===== config.mk =====
export PLATFORM = sky130hd
export DESIGN_NAME = mulPipeline
export DESIGN_NICKNAME = d
export VERILOG_FILES = /design/src/hdl/mulPkg.sv /design/src/hdl/nibbleProductArray.sv /design/src/hdl/partialSumStage.sv /design/src/hdl/partialProductSum.sv /design/src/hdl/mulPipeline.sv
export SDC_FILE = /design/constraint.sdc
export NUM_CORES = 2
export LEC_CHECK = 0
export ABC_CLOCK_PERIOD_IN_PS = 54100
export BUFFER_PORTS_ARGS = -buffer_cell sky130_fd_sc_hd__buf_2
export CORE_MARGIN = 8
export CORE_UTILIZATION = 58
export CTS_CLUSTER_DIAMETER = 80
export CTS_CLUSTER_SIZE = 12
export DETAILED_ROUTE_END_ITERATION = 6
export HOLD_SLACK_MARGIN = 0.02
export PLACE_DENSITY = 0.72
export SETUP_SLACK_MARGIN = 0.15
export SKIP_CTS_REPAIR_TIMING = 1
export SYNTH_ARGS = -nofsm -noshare
export SYNTH_HDL_FRONTEND = slang
export SYNTH_SLANG_ARGS = --single-unit
export TNS_END_PERCENT = 30

===== constraint.sdc =====
create_clock -name clock -period 54.1 [get_ports clock]
set_clock_uncertainty 0.2 [all_clocks]
set_input_delay 5.41 -clock clock [delete_from_list [all_inputs] [get_ports clock]]
set_output_delay 5.41 -clock clock [all_outputs]
set_load 0.005 [all_outputs]

===== src/hdl/mulPkg.sv =====
// Multiply unit package
// Holds the widths, counts, data types and the request and response
// structs that are shared by every stage of the pipelined multiplier.
// The unit returns the low half of a 32 by 32 bit unsigned product.

package mulPkg;

    // Width of the operands and of the returned product
    localparam int dataWidth = 32;

    // Each operand is cut into slices of this width before multiplying
    localparam int nibbleWidth = 4;

    // Number of slices per operand
    localparam int nibbleCount = dataWidth / nibbleWidth;

    // One partial product for every pair of multiplicand and multiplier slices
    localparam int productCount = nibbleCount * nibbleCount;

    // Width of the tag that the issuing stage attaches to a request
    localparam int tagWidth = 4;

    // A full data word
    // Used for operands, for every partial product and for the final product
    typedef logic [dataWidth-1:0] word_t;

    // Identifies a request so that the issuer can match its result
    typedef logic [tagWidth-1:0] tag_t;

    // Request presented to the unit together with reqValid
    typedef struct packed {
        // Left operand of the multiplication
        word_t multiplicand;
        // Right operand of the multiplication
        word_t multiplier;
        // Returned unchanged with the matching response
        tag_t tag;
    } mulReq_t;

    // Response driven by the unit together with respValid
    typedef struct packed {
        // Low dataWidth bits of multiplicand times multiplier
        word_t product;
        // Copy of the tag of the request that produced this result
        tag_t tag;
    } mulResp_t;

endpackage


===== src/hdl/nibbleProductArray.sv =====
// Nibble product array
// First arithmetic stage of the multiplier. Every nibble of the
// multiplicand is multiplied by every nibble of the multiplier, each
// product is shifted to its weight and the whole bank is registered.

module nibbleProductArray (
    input  logic          clock,
    input  logic          advance,
    input  mulPkg::word_t multiplicand,
    input  mulPkg::word_t multiplier,
    output mulPkg::word_t partialProducts [mulPkg::productCount]
);

    // Combinational bank that is captured on the next advancing edge
    mulPkg::word_t productNext [mulPkg::productCount];

    // Multiplies two slices and places the result at its bit weight
    // The weight is counted in nibbles, so slice pair (i, j) has weight i + j
    function automatic mulPkg::word_t shiftedProduct(
        input logic [mulPkg::nibbleWidth-1:0] a,
        input logic [mulPkg::nibbleWidth-1:0] b,
        input int                             weight
    );
        mulPkg::word_t widened;
        // Widen before multiplying so the 8-bit product is not cut short
        widened = mulPkg::word_t'(a) * mulPkg::word_t'(b);
        // Bits shifted past dataWidth are lost, which matches a low-half result
        return widened << (mulPkg::nibbleWidth * weight);
    endfunction

    // Build all slice pairs
    // Entry i * nibbleCount + j holds multiplicand nibble i times multiplier nibble j
    always_comb begin
        for (int i = 0; i < mulPkg::nibbleCount; i++) begin
            for (int j = 0; j < mulPkg::nibbleCount; j++) begin
                productNext[i*mulPkg::nibbleCount+j] = shiftedProduct(
                    multiplicand[i*mulPkg::nibbleWidth +: mulPkg::nibbleWidth],
                    multiplier[j*mulPkg::nibbleWidth +: mulPkg::nibbleWidth],
                    i + j
                );
            end
        end
    end

    // Pairs whose weight reaches dataWidth contribute nothing
    // They still occupy a slot so that the adder tree stays regular

    // Stage register
    // While the pipeline is stalled the bank keeps its previous contents
    always_ff @(posedge clock) begin
        if (advance) begin
            partialProducts <= productNext;
        end
    end

endmodule


===== src/hdl/partialSumStage.sv =====
// Partial sum stage
// Halving adder stage of the multiplier. Neighbouring entries of the
// incoming bank are added in pairs and the half-size bank is registered.
// It is used twice, reducing 64 entries to 32 and then 32 to 16.

module partialSumStage #(
    parameter int inputCount = 64
) (
    input  logic          clock,
    input  logic          advance,
    input  mulPkg::word_t sumsIn  [inputCount],
    output mulPkg::word_t sumsOut [inputCount/2]
);

    // Output k takes inputs 2k and 2k + 1
    // The adders wrap at dataWidth bits, so only the low product half survives
    always_ff @(posedge clock) begin
        if (advance) begin
            for (int k = 0; k < inputCount / 2; k++) begin
                sumsOut[k] <= sumsIn[2*k] + sumsIn[2*k+1];
            end
        end
    end

    // Pairing leaves one entry without a partner when the count is odd
    // That entry would silently drop out of the product
    evenInputCount : assert property (
        @(posedge clock) (inputCount % 2) == 0
    ) else $error("partialSumStage needs an even inputCount, got %0d", inputCount);

endmodule


===== src/hdl/partialProductSum.sv =====
// Final partial product sum
// Last stage of the multiplier. The sixteen partial sums left after the
// halving stages are folded by an adder tree into a single word, which
// is registered as the product of the operation in this stage.

module partialProductSum (
    input  logic          clock,
    input  logic          advance,
    input  mulPkg::word_t sumsIn [mulPkg::productCount/4],
    output mulPkg::word_t product
);

    // Levels of the adder tree, each half the size of the one above it
    mulPkg::word_t levelEight [8];
    mulPkg::word_t levelFour  [4];
    mulPkg::word_t levelTwo   [2];

    // Root of the tree, captured into product
    mulPkg::word_t treeSum;

    // Pairwise folding keeps the tree depth at four adders
    always_comb begin
        for (int k = 0; k < 8; k++) begin
            levelEight[k] = sumsIn[2*k] + sumsIn[2*k+1];
        end
        for (int k = 0; k < 4; k++) begin
            levelFour[k] = levelEight[2*k] + levelEight[2*k+1];
        end
        for (int k = 0; k < 2; k++) begin
            levelTwo[k] = levelFour[2*k] + levelFour[2*k+1];
        end
        // Carries beyond dataWidth belong to the high half and are dropped
        treeSum = levelTwo[0] + levelTwo[1];
    end

    // Output register of the pipeline
    // It holds while a response is waiting for respReady
    always_ff @(posedge clock) begin
        if (advance) begin
            product <= treeSum;
        end
    end

endmodule


===== src/hdl/mulPipeline.sv =====
// Pipelined multiply unit
// Accepts one MUL request per cycle and returns the low 32 bits of the
// product five stages later, in acceptance order, with its tag attached.
// A single advance signal moves or freezes the whole pipeline, so a
// stalled response holds and nothing inside is dropped or duplicated.

module mulPipeline (
    input  logic             clock,
    input  logic             rstN,
    input  logic             reqValid,
    output logic             reqReady,
    input  mulPkg::mulReq_t  req,
    output logic             respValid,
    input  logic             respReady,
    output mulPkg::mulResp_t resp
);

    // High when every stage register may take its next value
    logic advance;

    // Valid bit of each stage from the operand register at index 0 to the output at index 4
    logic [4:0] stageValid;

    // Tag of the operation held in each stage
    mulPkg::tag_t stageTag [0:4];

    // S0 operand register
    mulPkg::word_t operandA;
    mulPkg::word_t operandB;

    // Data passed between the arithmetic stages
    mulPkg::word_t s1Products [mulPkg::productCount];
    mulPkg::word_t s2Sums     [mulPkg::productCount/2];
    mulPkg::word_t s3Sums     [mulPkg::productCount/4];
    mulPkg::word_t s4Product;

    // The only reason to stop is a result that the consumer has not taken
    // An empty output slot or a consumed result lets everything move
    assign advance  = !(respValid && !respReady);
    assign reqReady = advance;

    // The valid bit of the output stage is the response valid
    assign respValid = stageValid[4];

    assign resp = '{product: s4Product, tag: stageTag[4]};

    // Valid chain
    // A request enters exactly when reqValid is high and the pipeline advances
    always_ff @(posedge clock) begin
        if (!rstN) begin
            stageValid <= '0;
        end else if (advance) begin
            stageValid <= {stageValid[3:0], reqValid};
        end
    end

    // Operand register and the tag of every stage
    always_ff @(posedge clock) begin
        if (advance) begin
            operandA    <= req.multiplicand;
            operandB    <= req.multiplier;
            stageTag[0] <= req.tag;
            for (int s = 1; s < 5; s++) begin
                stageTag[s] <= stageTag[s-1];
            end
        end
    end

    // S1 registers the shifted nibble products
    nibbleProductArray productArray (
        .clock           (clock),
        .advance         (advance),
        .multiplicand    (operandA),
        .multiplier      (operandB),
        .partialProducts (s1Products)
    );

    // S2 reduces 64 partial products to 32
    partialSumStage #(
        .inputCount (mulPkg::productCount)
    ) reduceStage1 (
        .clock   (clock),
        .advance (advance),
        .sumsIn  (s1Products),
        .sumsOut (s2Sums)
    );

    // S3 reduces 32 to 16
    partialSumStage #(
        .inputCount (mulPkg::productCount/2)
    ) reduceStage2 (
        .clock   (clock),
        .advance (advance),
        .sumsIn  (s2Sums),
        .sumsOut (s3Sums)
    );

    // S4 folds the rest into the product
    partialProductSum finalSum (
        .clock   (clock),
        .advance (advance),
        .sumsIn  (s3Sums),
        .product (s4Product)
    );

    // The request side may only be open when the output is not blocked
    readyFollowsOutput : assert property (
        @(posedge clock) disable iff (!rstN)
        reqReady == !(respValid && !respReady)
    ) else $error("reqReady does not follow the output handshake");

    // A refused response must be presented again unchanged on the next cycle
    stalledRespStable : assert property (
        @(posedge clock) disable iff (!rstN)
        respValid && !respReady |=> respValid && $stable(resp)
    ) else $error("resp changed while stalled");

    // Every valid bit is known once reset has been applied
    validKnown : assert property (
        @(posedge clock) disable iff (!rstN)
        !$isunknown(stageValid)
    ) else $error("unknown valid bit in the pipeline");

endmodule


==> flow_summary_export.csv <==
group,metric,value,unit
run_status,status,"completed",
sta,tightest_slew,1.16,ns
logic_synthesis,synth_cells,3465,
critical_path,r2r_end,"finalSum.product[30]",
grt,antenna_found_initial,3,
cells_and_area,layout-drive-gt1-share,6.64,%
clock_network,cts.path.max_buffers,3,
cells_and_area,final_cell_mix,"739 x edfxtp_1, 550 x ha_1, 477 x inv_1",
die,io_pins,110,
clock_network,cts_htree_levels,3,
critical_path,crit_path_end,"reqReady",
place,routabilityCongestion,0.847,
logic_synthesis,synth-edff-count,739,
sta,finalSetupViolCount,0,
critical_path,crit_type,"primary input to output port",
sta,hold_violations,0,
route,ant_nets,0,
critical_path,r2r_cells,14,
logic_synthesis,synth-seq-cells,744,
hold_path,hp-class,"flip-flop to flip-flop",
sta,rsz0062_at_grt,"false",
sta,slew_headroom,22.8,%
sta,setup_tns,0,ns
route,firstDrtPassIters,5,
grt,grt_pass1_vias,25038,
clock_network,cts_buffers,74,
place,io_buffers,109,
route,drc_errors,0,
critical_path,critPathCaptureType,"output port",
die,dieArea,0.0863,mm2
place,place_hpwl,59100,um
logic_synthesis,ys_types,42,
sta,min_period_over_period,22.8,%
grt,grt_max_degree,167,
logic_synthesis,ys.flop_type,"edfxtp_1",
clock_network,clkTransAtPathRegs,0.06,ns
grt,grt_util_all_layers,19.7,%
route,drt-total-wl,83500,um
logic_synthesis,synth_area,0.0448,mm2
die,start_util,58.2,%
sta,drv_slew,0,
die,die_y,294,um
grt,grt_pass1_wl,133000,um
die,rows,102,
critical_path,crit_arrival,6.73,ns
grt,overflow,0,
critical_path,worstReg2RegStart,"reduceStage2.sumsOut[183]",
clock_network,clkSinkCount,744,
logic_synthesis,seq_area_frac_synth,49.8,%
cells_and_area,nets,4455,
sta,min_period,12.34,ns
clock_network,cts_tree,"yes",
logic_synthesis,yosys_warnings,0,
critical_path,critPathLaunchType,"primary input",
logic_synthesis,syn_avg_cell_area,12.9,um2
route,routed_via_density,5.25,
route,drtIter0Drc,1387,
cells_and_area,area_growth_syn_to_layout,8.60,%
logic_synthesis,syn-num-nets,4320,
critical_path,worstPathRequired,48.49,ns
cells_and_area,layout_commonest_cell,"edfxtp_1",
route,wire_per_inst,17.9,um
logic_synthesis,async_flop_share,0,%
die,core_area,0.0770,mm2
critical_path,regToRegSetupSlack,48.86,ns
clock_network,clock-root-buffer,"clkbuf_16",
die,die_w,294,um
clock_network,clkLatencyLatePin,0.62,ns
sta,max_freq,81.0,MHz
critical_path,crit_fanout,38,
route,vias,24455,
critical_path,cp-startpoint,"respReady",
job,cap_violations,0,
-- layout make-up --
cell class | instances | area, um2
antenna | 3 | 7.51
timing repair buffer | 145 | 841
tap | 1040 | 1300
multi-input combinational | 2157 | 20300
sequential | 744 | 22300
clock buffer | 76 | 1880
inverter | 478 | 1800
fill | 5897 | 28300
clock inverter | 15 | 150
-- sequential cells by signal (all words and copies together), names as in the netlist --
register	cells
operandA	32
finalSum.product	32
stageValid	5
stageTag	20
reduceStage1.sumsOut	201
productArray.partialProducts	256
operandB	32
reduceStage2.sumsOut	166
-- through the flow --
step	instances	hold slack (ns)	setup slack (ns)	util, %	area (um2)
after detailed placement	4564	0.205	41.71	60.5	46600
after global placement	4564	0.200	41.72	60.5	46600
after global routing	4655	0.221	41.66	63.2	48600
after floorplan	3465	0.200	28.67	-	44800
final	4658	0.213	41.76	63.2	48600
after CTS	4655	0.215	41.71	63.2	48600
-- worst max-delay path, cell delays in order --
cell,delay [ns]
buf_2,0.09
nor2b_1,0.62
inv_8,0.29
buf_2,0.26
-- kinds of logic after synthesis --
family,Yosys count,synth area share [%]
adder cells (fa/ha/maj),783,25.8
flip-flops,744,49.8
AND/OR/NAND/NOR,697,8.23
buffers and inverters,564,4.76
XOR/XNOR,341,6.67
AO/OA/AOI/OAI,332,4.65
multiplexers,4,0.0894
-- cells in the mapped netlist (4+ instances only) --
cell / count / area [um2]
edfxtp_1: 739 / 22200
ha_1: 550 / 6880
inv_1: 478 / 1790
and2_1: 327 / 2050
xnor2_1: 273 / 2390
fa_1: 233 / 4660
nand2_1: 231 / 867
a21oi_1: 148 / 741
a21o_1: 81 / 608
clkbuf_1: 81 / 304
xor2_1: 68 / 596
o21bai_1: 43 / 323
nor2b_1: 36 / 225
o21ai_0: 35 / 175
nor2_1: 34 / 128
and3_1: 27 / 169
nand3_1: 20 / 100
nand2b_1: 15 / 93.8
dfxtp_1: 5 / 100
o2111ai_1: 5 / 43.8
buf_4: 4 / 30.0
mux2i_1: 4 / 40.0
o21ai_1: 4 / 20.0
-- worst min path at each step --
| stage | from | end | slack (ns) | depth (start not counted) |
|---|---|---|---|---|
| detailed placement | productArray.partialProducts[252] | reduceStage1.sumsOut[124] | 0.20 | 0 |
| global route | productArray.partialProducts[1653] | reduceStage1.sumsOut[821] | 0.22 | 0 |
| global placement | productArray.partialProducts[1764] | reduceStage1.sumsOut[868] | 0.20 | 0 |
| CTS | stageTag[0][1] | stageTag[0][5] | 0.21 | 0 |
| finish | stageTag[0][1] | stageTag[0][5] | 0.21 | 0 |
| floorplan | reduceStage2.sumsOut[480] | finalSum.product[0] | 0.20 | 0 |
-- metal layers --
layer,global-route usage (%),part of all wire (%),wire (um)
met5,0,0,0
met4,5.09,2.3,1960
met3,3.04,5.1,4280
met2,33.0,47,39700
met1,26.9,45,37700
Power is left out: the tool's default activity adds up to more than one toggle a clock period on the data nets, which glitch-free logic cannot reach.
